$ cat config.mk
export PLATFORM = sky130hd
export DESIGN_NAME = regReadTop
export DESIGN_NICKNAME = d
export VERILOG_FILES = /design/src/source/regReadPkg.sv /design/src/source/regReadTop.sv /design/src/source/readResult.sv /design/src/source/regBank.sv /design/src/source/cmdDecode.sv /design/src/source/muxBinGates.sv
export SDC_FILE = /design/constraint.sdc
export NUM_CORES = 1
export LEC_CHECK = 0
export ABC_CLOCK_PERIOD_IN_PS = 3660
export BUFFER_PORTS_ARGS = -buffer_cell sky130_fd_sc_hd__buf_4
export CAP_MARGIN = 20
export CORE_MARGIN = 4
export CORE_UTILIZATION = 45
export CTS_CLUSTER_SIZE = 8
export DETAILED_ROUTE_END_ITERATION = 10
export PLACE_DENSITY = 0.58
export SLEW_MARGIN = 20
export SYNTH_ARGS = -nofsm -noshare
export SYNTH_HDL_FRONTEND = slang
export SYNTH_SLANG_ARGS = --single-unit
export TNS_END_PERCENT = 100
$ cat constraint.sdc
create_clock -name clk -period 3.66 [get_ports clk]
set_input_delay 0.732 -clock clk [delete_from_list [all_inputs] [get_ports clk]]
set_output_delay 0.732 -clock clk [all_outputs]
set_load 0.01 [all_outputs]
$ cat src/source/regReadPkg.sv
/*
  Shared sizes, types and opcodes for the register read-out block.
  Every design file that needs a command, decoded control or response
  layout imports this package inside its module body.
*/

package regReadPkg;

  // ------------------------------------------------
  // Sizes
  // ------------------------------------------------

  // Six registers, so addresses 6 and 7 fall outside the bank.
  localparam int NumRegs = 6;
  localparam int AddrWidth = 3;
  localparam int DataWidth = 16;
  // Write counters wrap after 16 writes.
  localparam int TagWidth = 4;

  // ------------------------------------------------
  // Types
  // ------------------------------------------------

  typedef logic [DataWidth-1:0] dataT;
  typedef logic [TagWidth-1:0] tagT;

  // Opcode carried in the external command.
  typedef enum logic [1:0] {
    OpNop   = 2'd0,
    OpWrite = 2'd1,
    OpRead  = 2'd2,
    OpClear = 2'd3
  } opT;

  // External command, 21 bits.
  typedef struct packed {
    opT                   op;
    logic [AddrWidth-1:0] addr;
    dataT                 data;
  } cmdT;

  // Registered command after decode. At most one flag is set.
  typedef struct packed {
    logic                 doWrite;
    logic                 doRead;
    logic                 doClear;
    logic [AddrWidth-1:0] addr;
    dataT                 data;
  } decodedT;

  // Read response, 21 bits.
  typedef struct packed {
    logic hit;
    tagT  tag;
    dataT data;
  } respT;

endpackage : regReadPkg
$ cat src/source/regReadTop.sv
/*
  Top level of the register read-out block. Chains decode, execute and
  result. A read command sampled on one edge returns its response two
  cycles later; other commands give no response.
*/

`timescale 1ns/1ps

module regReadTop (
  input  logic             clk,
  input  logic             rstN,
  input  logic             cmdValid,
  input  regReadPkg::cmdT  cmd,
  output logic             respValid,
  output regReadPkg::respT resp
);

  import regReadPkg::*;

  // Decoded command, valid one cycle after the strobe.
  decodedT dec;

  // Combinational read of the register bank.
  dataT rdData;
  tagT rdTag;
  logic rdHit;

  cmdDecode decode (
    .clk(clk),
    .rstN(rstN),
    .cmdValid(cmdValid),
    .cmd(cmd),
    .dec(dec)
  );

  // The write lands on the edge where the next command's decode loads,
  // so a read right after a write sees the new value.
  regBank execute (
    .clk(clk),
    .rstN(rstN),
    .dec(dec),
    .rdData(rdData),
    .rdTag(rdTag),
    .rdHit(rdHit)
  );

  readResult result (
    .clk(clk),
    .rstN(rstN),
    .doRead(dec.doRead),
    .rdData(rdData),
    .rdTag(rdTag),
    .rdHit(rdHit),
    .respValid(respValid),
    .resp(resp)
  );

endmodule : regReadTop

$ cat src/source/readResult.sv
/*
  Result stage. Captures the read data, tag and hit flag into the
  response on the edge after a decoded read, and pulses respValid for
  that one cycle. The response holds between reads.
*/

`timescale 1ns/1ps

module readResult (
  input  logic             clk,
  input  logic             rstN,
  input  logic             doRead,
  input  regReadPkg::dataT rdData,
  input  regReadPkg::tagT  rdTag,
  input  logic             rdHit,
  output logic             respValid,
  output regReadPkg::respT resp
);

  import regReadPkg::*;

  // One strobe per read, no back-pressure.
  always_ff @(posedge clk) begin
    if (!rstN) begin
      respValid <= 1'b0;
    end else begin
      respValid <= doRead;
    end
  end

  // Only a read reloads the response.
  always_ff @(posedge clk) begin
    if (doRead) begin
      resp <= '{hit: rdHit, tag: rdTag, data: rdData};
    end
  end

  // ------------------------------------------------
  // Checks
  // ------------------------------------------------

  // A miss must come back empty, which depends on the mux padding.
  assert property (@(posedge clk) disable iff (!rstN)
    respValid && !resp.hit |-> (resp.data == '0) && (resp.tag == '0))
    else $error("Missed read returned nonzero data or tag.");

endmodule : readResult

$ cat src/source/regBank.sv
/*
  Execute stage. Holds the data registers and their write counters,
  applies clears and in-range writes on the clock edge after decode,
  and reads both arrays through two gate-tree muxes addressed by the
  decoded address. The read outputs follow the decoded command directly.
*/

`timescale 1ns/1ps

module regBank (
  input  logic                clk,
  input  logic                rstN,
  input  regReadPkg::decodedT dec,
  output regReadPkg::dataT    rdData,
  output regReadPkg::tagT     rdTag,
  output logic                rdHit
);

  import regReadPkg::*;

  // ------------------------------------------------
  // Storage
  // ------------------------------------------------

  dataT [NumRegs-1:0] regs;
  tagT [NumRegs-1:0] tags;

  // Writes above the last register are dropped.
  logic wrInRange;
  // Valid flag of the tag mux, checked against rdHit.
  logic tagHit;

  assign wrInRange = dec.addr < AddrWidth'(NumRegs);

  // A clear wins over everything and zeroes both arrays.
  // Each write bumps the tag of its register, wrapping at 16.
  always_ff @(posedge clk) begin
    if (!rstN || dec.doClear) begin
      regs <= '0;
      tags <= '0;
    end else if (dec.doWrite && wrInRange) begin
      regs[dec.addr] <= dec.data;
      tags[dec.addr] <= tags[dec.addr] + TagWidth'(1);
    end
  end

  // ------------------------------------------------
  // Read path
  // ------------------------------------------------

  // Both muxes see the same select, so their valid flags match.
  muxBinGates #(
    .NumSymbols(NumRegs),
    .SymbolT(dataT)
  ) dataMux (
    .select(dec.addr),
    .in(regs),
    .out(rdData),
    .outValid(rdHit)
  );

  muxBinGates #(
    .NumSymbols(NumRegs),
    .SymbolT(tagT)
  ) tagMux (
    .select(dec.addr),
    .in(tags),
    .out(rdTag),
    .outValid(tagHit)
  );

  // ------------------------------------------------
  // Checks
  // ------------------------------------------------

  assert property (@(posedge clk) disable iff (!rstN) rdHit == tagHit)
    else $error("Data and tag muxes disagree on the hit flag.");

  // State moves only on a clear or an in-range write.
  assert property (@(posedge clk) disable iff (!rstN)
    !(dec.doClear || (dec.doWrite && wrInRange)) |=> $stable(regs) && $stable(tags))
    else $error("Register bank changed without a write or clear.");

endmodule : regBank

$ cat src/source/cmdDecode.sv
/*
  Command decode stage. Samples the command strobe and payload on each
  clock and turns the opcode into separate write, read and clear flags.
  The decoded command is valid one cycle after cmdValid.
*/

`timescale 1ns/1ps

module cmdDecode (
  input  logic                clk,
  input  logic                rstN,
  input  logic                cmdValid,
  input  regReadPkg::cmdT     cmd,
  output regReadPkg::decodedT dec
);

  import regReadPkg::*;

  // ------------------------------------------------
  // Registers
  // ------------------------------------------------

  // Control flags, cleared by reset.
  logic doWriteQ;
  logic doReadQ;
  logic doClearQ;

  // Payload, loaded every cycle.
  logic [AddrWidth-1:0] addrQ;
  dataT dataQ;

  // Each flag needs the strobe, so an idle cycle drops all three.
  // A NOP with a strobe also leaves them low.
  always_ff @(posedge clk) begin
    if (!rstN) begin
      doWriteQ <= 1'b0;
      doReadQ <= 1'b0;
      doClearQ <= 1'b0;
    end else begin
      doWriteQ <= cmdValid && (cmd.op == OpWrite);
      doReadQ <= cmdValid && (cmd.op == OpRead);
      doClearQ <= cmdValid && (cmd.op == OpClear);
    end
  end

  always_ff @(posedge clk) begin
    addrQ <= cmd.addr;
    dataQ <= cmd.data;
  end

  assign dec = '{
    doWrite: doWriteQ,
    doRead:  doReadQ,
    doClear: doClearQ,
    addr:    addrQ,
    data:    dataQ
  };

  // ------------------------------------------------
  // Checks
  // ------------------------------------------------

  // The execute stage relies on a single action per cycle.
  assert property (@(posedge clk) disable iff (!rstN)
    $onehot0({dec.doWrite, dec.doRead, dec.doClear}))
    else $error("More than one decoded action flag is set.");

endmodule : cmdDecode

$ cat src/source/muxBinGates.sv
/*
  N-to-1 multiplexer with a binary select, built as an explicit tree of
  two-input AND-OR selects, one tree level per select bit. The payload
  type is a parameter. Inputs are zero-padded to a power of two, so an
  out-of-range select gives zero; outValid flags an in-range select.
*/

`timescale 1ns/1ps

module muxBinGates #(
  // Number of inputs to select among. Must be at least 2.
  parameter int NumSymbols = 2,
  // Payload type of each input; any packed type works.
  parameter type SymbolT = logic [7:0],
  localparam int SelectWidth = $clog2(NumSymbols)
) (
  input  logic [SelectWidth-1:0]  select,
  input  SymbolT [NumSymbols-1:0] in,
  output SymbolT                  out,
  output logic                    outValid
);

  // ------------------------------------------------
  // Elaboration checks
  // ------------------------------------------------

  if (NumSymbols < 2) begin : genBadNumSymbols
    $error("muxBinGates needs NumSymbols of at least 2.");
  end

  // ------------------------------------------------
  // Gate tree
  // ------------------------------------------------

  localparam int SymbolWidth = $bits(SymbolT);
  localparam int PaddedNumSymbols = 2 ** SelectWidth;
  localparam int NumLevels = SelectWidth;

  // Level 0 holds the padded inputs and level NumLevels holds the result.
  // Each level halves the number of live entries; the rest are tied low.
  logic [NumLevels:0][PaddedNumSymbols-1:0][SymbolWidth-1:0] stages;

  // Real inputs fill the low entries of level 0, zeros fill the top.
  for (genvar j = 0; j < PaddedNumSymbols; j++) begin : genPad
    if (j < NumSymbols) begin : genIn
      assign stages[0][j] = in[j];
    end else begin : genZero
      assign stages[0][j] = '0;
    end
  end

  for (genvar i = 0; i < NumLevels; i++) begin : genLevel
    // Select bit i picks between neighbouring pairs of the level below.
    localparam int NumMuxes = PaddedNumSymbols >> (i + 1);

    for (genvar j = 0; j < NumMuxes; j++) begin : genMux
      assign stages[i+1][j] = ({SymbolWidth{~select[i]}} & stages[i][2*j]) |
                              ({SymbolWidth{select[i]}} & stages[i][2*j+1]);
    end

    // Upper entries of this level carry nothing.
    assign stages[i+1][PaddedNumSymbols-1:NumMuxes] = '0;
  end

  assign out = SymbolT'(stages[NumLevels][0]);

  // Selects at or above NumSymbols land on padding.
  assign outValid = select < NumSymbols;

  // ------------------------------------------------
  // Checks
  // ------------------------------------------------

  // The padding must reach the output for every out-of-range select.
  always_comb begin
    assert final (outValid || stages[NumLevels][0] == '0)
      else $error("Out-of-range select produced a nonzero output.");
  end

endmodule : muxBinGates

# After elaboration in Yosys (flattened, before gate mapping)
# Index checks and enable logic that the tools add are counted.
[op_classes]
addsub = 1
magnitude_cmp = 4
n_eq_ne = 3
muxes = 8
bitwise_logic = 35
n_reduce_logical = 7
[op_table]
columns = ["operator", "n"]
rows = [
  ["$and 16x16->16", 11],
  ["$bwmux 96", 1],
  ["$or 16x16->16", 5],
  ["$demux 16 s3", 1],
  ["$and 4x4->4", 11],
  ["$bwmux 24", 1],
  ["$or 4x4->4", 5],
  ["$mux 16", 1],
  ["$bmux 4 s3", 1],
  ["$demux 4 s3", 1],
  ["$mux 4", 2],
  ["$lt 3x3->1 const B", 2],
  ["$logic_and 1x1->1", 5],
  ["$add 4x1->4 const B", 1],
  ["$eq 2x2->1 const B", 2],
  ["$lt 3x4->1 const B", 1],
  ["$ge 3x1->1 const B", 1],
  ["$not 1->1", 3],
  ["$eq 2x1->1 const B", 1],
  ["$logic_not 1->1", 1],
  ["$logic_or 1x1->1", 1],
]
[word_totals]
reg_bits = 164
in_bits = 24
output_inout_bits = 22
word_cells = 79

# Longest topological paths before layout
# Gate-level depths: netlist (run 1).
[logic_depth]
word_depth = 7
depth_mapped = 11
mapped_depth_nobuf = 7

# Cells and area by module
# Synthesis (run 1) repeated with hierarchy kept, for this count alone.
[hier_totals]
cells_unflattened = 762
area_unflattened_um2 = 6787.8
[modules_own_cells]
columns = ["mod", "instances", "cells_per_inst", "area_per_inst_um2", "seq_area_each_um2"]
rows = [
  ["regBank", 1, 590, 4555.6, 2402.3],
  ["muxBinGates (execute.dataMux)", 1, 96, 864.6, 0.0],
  ["readResult", 1, 23, 656.9, 650.6],
  ["cmdDecode", 1, 28, 493.0, 440.4],
  ["muxBinGates (execute.tagMux)", 1, 25, 217.7, 0.0],
]

# Least setup slack after synthesis (run 1)
# No wires, ideal clock.
[synth_timing]
path_kind = "register -> register"
startpoint = "register decode.addrQ[0]"
endpoint = "register execute.tags[10] (netlist name)"
setup_ns = 0.132
t_arrival_ns = 2.147
required_time_ns = 3.528
slack_ns = 1.381
stages_incl_launch_ff = 12
n_path_buf = 4
synth_period_minus_slack_ns = 2.279
cell_sequence = "dfxtp_1 > buf_6 > and3b_1 > buf_2 > a22oi_2 > o221ai_2 > buf_4 > ha_1 > or3_1 > clkbuf_1 > nand3_1 > a21oi_1"
[synth_via]
elab_chain_len = 5
word_cells_on_any_way = 11
classes_between = "1 x add/sub; 3 x order compare; 5 x mux; 2 x reduce/logical"
[synth_lines]
columns = ["item", "line", "text"]
rows = [
  ["from (decl)", "cmdDecode.sv:29", "logic [AddrWidth-1:0] addrQ;"],
  ["from (signal assigned)", "cmdDecode.sv:47", "addrQ <= cmd.addr;"],
  ["branches (longest 5 deep; another with $add 4x1->4)", "n/a", ""],
  ["to (signal, indexed assignment)", "regBank.sv:43", "tags[dec.addr] <= tags[dec.addr] + TagWidth'(1);"],
  ["to (decl)", "regBank.sv:26", "tagT [NumRegs-1:0] tags;"],
]
# Several ways; the timed one is not identified. The select of a mux whose other input is x is not followed.
# A chain may end at the register's enable or synchronous reset.

# Worst setup path after layout (run 1)
[layout_timing]
startpoint = "register decode.addrQ[2]"
endpoint = "register execute.tags[2] (netlist name)"
# Same word-level chain as after synthesis.

==> impl_metrics.env, run 1 <==
export IMPL_status="complete, no violations"
export IMPL_cp_data_required_time_ps=3910
export IMPL_holdWs_ps=410
export IMPL_grt_util_met3_pct=4.76
export IMPL_finalSetupTns_ps=0
export IMPL_crit_path_start="decode.addrQ[2]"
export IMPL_top_usage_layer="met2"
export IMPL_tightest_slew_ps=947
export IMPL_clkPwrFrac_pct=46.7
export IMPL_p_int_mw=2.90
export IMPL_seq_area_frac_synth_pct=54.9
export IMPL_netSwitchingFraction_pct=22.0
export IMPL_design_die_area_mm2=0.0161
export IMPL_syn_cell_area_mm2=0.00636
export IMPL_drt_iter0_markers=454
export IMPL_power_frac_comb_pct=3.1
export IMPL_max_stage_delay_ps=720
export IMPL_grt_pass1_wl_um=27100
export IMPL_routed_wirelength_um=16700
export IMPL_setup_ws_ps=866
export IMPL_cp_slowest_cell="dfxtp_1"
export IMPL_maxCapViolCount=0
export IMPL_initial_core_util_pct=45.8
export IMPL_power_leakage_nw=2.63
export IMPL_hp_class="in -> reg"
export IMPL_rows=43
export IMPL_grt_start_max_net_pins=86
export IMPL_cp_cell_sequence="and3b_1 > a22oi_2 > o221ai_2 > ha_1 > or3_1 > nand3_1 > a21oi_1"
export IMPL_htreeDepth=4
export IMPL_fmax_mhz=358
export IMPL_setup_violations=0
export IMPL_synth_nets=743
export IMPL_coreArea_mm2=0.0139
export IMPL_regToRegSetupSlack_ps=870
export IMPL_die_w_um=127
export IMPL_use_met1_pct=28.5
export IMPL_dr_pass1_iters=5
export IMPL_reg2reg_depth=7
export IMPL_routabilityCongestion=0.827
export IMPL_synth_seq_cells=164
export IMPL_slew_headroom_pct=36.9
export IMPL_dp_slack_ps=886
export IMPL_die_h_um=127
export IMPL_syn_inst=718
export IMPL_track_usage_pct=21.4
export IMPL_grt_overflow_total=0
export IMPL_yosysWarnings=0
export IMPL_timing_rr_start="decode.addrQ[2]"
export IMPL_utilization_pct=53.5
export IMPL_clkSinkCount=164
export IMPL_path_clk_slew_ps=70
export IMPL_min_path_cells=1
export IMPL_multi_input_area_mm2=0.00259
export IMPL_via_per_inst=5.55
export IMPL_ant_nets=0
export IMPL_numPortBuffers=45
export IMPL_place_inst=913
export IMPL_finalCritPeriodShare_pct=76.3
export IMPL_criticalPathCategory="reg -> reg"
export IMPL_worstSetupStartpointType="flop"
export IMPL_io_pins=46
export IMPL_rsz0062_at_grt="no"
export IMPL_cts_root_buffer="clkbuf_16"
export IMPL_instances_no_fill=945
export IMPL_power_density_mw_per_mm2=501
export IMPL_synth_area_per_cell_um2=8.86
export IMPL_cts_hold_buf=0
export IMPL_regArea_mm2=0.00349
export IMPL_ys_types=37
export IMPL_layout_min_cycle_time_ps=2790
export IMPL_cts_resized=0
export IMPL_hold_viol=0
export IMPL_num_vias=5242
export IMPL_clk_latency_ps=420
export IMPL_wire_per_inst_um=17.7
export IMPL_route_detailed_drc=0
export IMPL_nets=777
export IMPL_grt_pass1_vias=5225
export IMPL_vdd_drop_max_uv=411
export IMPL_cts_tree="done"
export IMPL_endpoint_kind="flop"
export IMPL_max_clock_path_buffers=2
export IMPL_fillers=1290
export IMPL_use_met2_pct=34.6
export IMPL_diodes=0
export IMPL_crit_fanout=19
export IMPL_dp_hpwl_um=10500
export IMPL_hold_start="cmd[3]"
export IMPL_cp_arrival_ps=3040
export IMPL_cpLargestDelayFamily="simple AND/OR/NAND/NOR gates"
export IMPL_cts_made_buffers=17
export IMPL_critPathBufInv=0
export IMPL_report_final_slew_viol_count=0
export IMPL_seq_power_share_pct=50.1
export IMPL_antenna_found_initial=0
export IMPL_cts_setup_buffers=0
export IMPL_skew_ps=9.98
export IMPL_area_delta_synth_final_pct=16.7
export IMPL_switchingPower_uw=820
export IMPL_drive_gt1_share_pct=15.3
export IMPL_r2r_end="execute.tags[2]"
export IMPL_hold_end="decode.dataQ[3]"
synthesized netlist by cell type (all sizes together):
cell,n,share of area (%)
nand2,229,14
dfxtp,143,45
a21oi,108,8.5
a22oi,52,6.6
nand3,36,2.8
clkbuf,31,1.8
buf,24,2.5
edfxtp,21,9.9
nor2,15,0.89
and2,8,0.79
a2111o,6,1.1
mux2,6,1.2
nand4,6,0.59
o21a,6,0.71
nor3b,5,1.1
a31oi,3,0.30
and3b,3,0.41
inv,3,0.18
nor2b,2,0.20
nor3,2,0.33
a22o,1,0.14
a32oi,1,0.26
and2b,1,0.12
ha,1,0.20
nand2b,1,0.098
o21ai,1,0.079
o221a,1,0.31
o221ai,1,0.24
or3,1,0.098
sequential cells by signal, indices dropped and copies added (netlist names):
name              flops
result.respValid      1
decode.doClearQ       1
execute.tags         24
execute.regs         96
decode.dataQ         16
decode.doWriteQ       1
result.resp          21
decode.addrQ          3
decode.doReadQ        1
routing by layer:
metal,up-vias,routed length [um]
met5,-,0
met4,0,322
met3,25,1020
met2,159,7820
met1,2513,7570
li1,2545,-
cell usage in the layout, fill, tap and decap left out, types with 3 or more instances in the layout:
master / count
nand2_1: 229
dfxtp_1: 143
a21oi_1: 108
buf_4: 70
a22oi_1: 48
nand3_1: 36
edfxtp_1: 21
clkbuf_16: 18
nor2_1: 15
and2_1: 8
a2111o_1: 6
nand4_1: 6
o21a_1: 6
mux2_2: 4
and3b_1: 3
nor3b_4: 3
a31oi_1: 3
a22oi_2: 3
inv_1: 3
clkbuf_1: 3
inv_6: 3
area by class of cell:
| type | instances | area share, % |
|---|---|---|
| clock inverter | 9 | 1.23 |
| inverter | 3 | 0.152 |
| timing repair buffer | 70 | 7.08 |
| tap | 180 | 3.03 |
| clock buffer | 23 | 6.59 |
| sequential | 164 | 47.1 |
| multi-input combinational | 496 | 34.8 |
cells by family after synthesis:
family,after synthesis,synth area share (%)
fa+ha+maj,1,0.197
compound gates,180,18.2
buf+inv,58,4.54
mux,6,1.18
flops,164,54.9
simple gates,309,21.0
power by group through the flow:
stage / Combinational [mW] / Sequential [mW] / Clock (mW)
2_1_floorplan: 0.0696 / 1.90 / 0
3_3_place_gp: 0.116 / 1.91 / 0
3_5_place_dp: 0.117 / 1.91 / 0
4_1_cts: 0.117 / 1.87 / 1.77
5_1_grt: 0.127 / 1.87 / 1.86
6_report: 0.117 / 1.87 / 1.74
through the flow:
stage / power [mW] / area [um^2]
after floorplan: 1.97 / 6360
after global placement: 2.02 / 6840
after detailed placement: 2.02 / 6840
after CTS: 3.75 / 7420
after global routing: 3.85 / 7420
final: 3.72 / 7420
how the worst max path moves through the flow:
stage / to / slack (ps) / depth (start not counted)
global placement: execute.tags[14] / 1010 / 7
detailed placement: execute.tags[2] / 890 / 7
floorplan: execute.tags[10] / 1380 / 11
global route: execute.tags[22] / 690 / 7
finish: execute.tags[2] / 870 / 7
CTS: execute.tags[2] / 860 / 7
(Power assumes the default switching activity.)
==> inputs of run 2 (changes only) <==
- ABC_CLOCK_PERIOD_IN_PS: 3660 -> 2350
- PLACE_DENSITY: 0.58 -> 0.61
- clock period: 3.66 -> 2.35 ns (I/O delays scaled with it)
==> impl_metrics.env, run 2 (synthesis gave the netlist of run 1 again) <==
export IMPL_critPathBufInv=1
export IMPL_hp_class="in -> reg"
export IMPL_setup_violations=0
export IMPL_finalCritPeriodShare_pct=91.1
export IMPL_finalSetupTns_ps=0
export IMPL_grt_start_max_net_pins=58
export IMPL_fin_area_mm2=0.00756
export IMPL_maxCapViolCount=0
export IMPL_slew_headroom_pct=55.4
export IMPL_wire_per_inst_um=17.5
export IMPL_largestRegisters="execute.regs: 96 flops, execute.tags: 24 flops, result.resp: 21 flops"
export IMPL_hold_start="cmd[14]"
export IMPL_drive_gt1_share_pct=16.5
export IMPL_cts_root_buffer="clkbuf_16"
export IMPL_reg2reg_depth=8
export IMPL_fmax_mhz=467
export IMPL_routabilityCongestion=0.865
export IMPL_cp_slowest_cell="or3_1"
export IMPL_grt_overflow_total=0
export IMPL_placed_cell_area_mm2=0.00697
export IMPL_max_clock_path_buffers=2
export IMPL_dp_slack_ps=81.5
export IMPL_worstSetupStartpointType="flop"
export IMPL_most_common_layout_cells="229 x nand2_1, 142 x dfxtp_1, 108 x a21oi_1, 76 x buf_4, 48 x a22oi_1"
export IMPL_report_final_slew_viol_count=0
export IMPL_track_usage_pct=21.4
export IMPL_grt_pass1_vias=5249
export IMPL_clk_latency_ps=430
export IMPL_design_die_area_mm2=0.0161
export IMPL_rsz0062_at_grt="no"
export IMPL_r2r_end="execute.tags[2]"
export IMPL_fillers=1276
export IMPL_cpLargestDelayFamily="simple AND/OR/NAND/NOR gates"
export IMPL_initial_core_util_pct=45.8
export IMPL_endpoint_kind="flop"
export IMPL_rows=43
export IMPL_setup_ws_ps=210
export IMPL_timing_rr_start="decode.addrQ[0]"
export IMPL_htreeDepth=4
export IMPL_path_clk_slew_ps=60
export IMPL_cp_data_required_time_ps=2620
export IMPL_area_delta_synth_final_pct=18.8
export IMPL_num_vias=5252
export IMPL_regToRegSetupSlack_ps=210
export IMPL_via_per_inst=5.50
export IMPL_cts_tree="done"
export IMPL_nets=787
export IMPL_cts_made_buffers=17
export IMPL_regArea_mm2=0.00349
export IMPL_cts_hold_buf=0
export IMPL_coreArea_mm2=0.0139
export IMPL_clkSinkCount=164
export IMPL_layout_min_cycle_time_ps=2140
export IMPL_regMostFlops="execute.regs"
export IMPL_ant_nets=0
export IMPL_skew_ps=13.0
export IMPL_path_depth=8
export IMPL_grt_pass1_wl_um=27000
export IMPL_routed_wirelength_um=16700
export IMPL_antenna_found_initial=0
export IMPL_numPortBuffers=45
export IMPL_dp_hpwl_um=10600
export IMPL_hold_viol=0
export IMPL_cp_cell_sequence="buf_4 > nor3b_1 > a31oi_1 > o221ai_2 > ha_1 > or3_1 > nand3_1 > a21oi_1"
export IMPL_route_detailed_drc=0
export IMPL_status="complete, no violations"
export IMPL_crit_end="execute.tags[2]"
export IMPL_largest_reg_flops=96
export IMPL_cp_arrival_ps=2410
export IMPL_die_w_um=127
export IMPL_crit_fanout=9
export IMPL_power_density_mw_per_mm2=771
export IMPL_drt_iter0_markers=381
export IMPL_io_pins=46
export IMPL_vdd_drop_max_uv=558
export IMPL_multi_input_area_mm2=0.00259
export IMPL_tightest_slew_ps=668
export IMPL_diodes=0
export IMPL_dr_pass1_iters=7
export IMPL_criticalPathCategory="reg -> reg"
export IMPL_die_h_um=127
export IMPL_max_stage_delay_ps=480
export IMPL_crit_path_start="decode.addrQ[0]"
export IMPL_power_leakage_nw=2.69
export IMPL_final_common_cell="nand2_1"
==> run 2: cell types whose count changed in the layout (fill, tap and decap cells not counted), moves of 2 or more <==
cell      before  now
buf_12         0    4
inv_6          3    1
buf_4         70   76
clkinv_4       0    4
==> run 2: final cells by class <==
type,count,area share (%)
clock inverters,11,1.69
multi-input cells,496,34.2
clock buffers,21,6.09
well taps,180,2.98
repair buffers,80,8.61
inverters,3,0.149
flip-flops and latches,164,46.2
==> run 2: how the worst min path moves through the flow <==
| stage | end | slack, ps | depth (start not counted) |
|---|---|---|---|
| 3_5_place_dp | execute.tags[5] | 450 | 2 |
| 6_report | decode.dataQ[14] | 140 | 1 |
| 4_1_cts | decode.dataQ[12] | 130 | 1 |
| 3_3_place_gp | execute.regs[18] | 440 | 2 |
| 5_1_grt | decode.dataQ[14] | 130 | 1 |
| 2_1_floorplan | execute.tags[13] | 430 | 2 |
==> run 2: metal layers <==
layer	up-vias	wire length, um	GRT usage [%]	part of all wire [%]
li1	2556	-	-	-
met1	2529	7370	28.0	44
met2	146	8200	34.9	49
met3	21	921	4.80	5.5
met4	0	257	7.82	1.5
met5	-	0	0	0
==> run 2: stage by stage <==
step                total power [mW]  util (%)  instances  hold WS (ps)
finish                          5.83      54.4        955           140
global placement                3.16      50.2        923           441
global route                    6.00      54.4        955           128
detailed placement              3.16      50.2        923           446
floorplan                       3.06         -        718           433
CTS                             5.87      54.4        955           127
==> run 2: power by group <==
| part | switching, mW | leakage [nW] | internal, mW | total [mW] |
|---|---|---|---|---|
| combinational | 0.125 | 1.05 | 0.0735 | 0.199 |
| clock | 1.10 | 0.281 | 1.62 | 2.72 |
| sequential | 0.0392 | 1.36 | 2.86 | 2.90 |
| total | 1.27 | 2.69 | 4.56 | 5.83 |
==> run 2: timing repair <==
| action | CTS | global route |
|---|---|---|
| setup endpoints to repair | 0 | 6 |
| gates resized for setup | 0 | 1 |
| hold endpoints to repair | 0 | 0 |
| setup buffers | 0 | 0 |
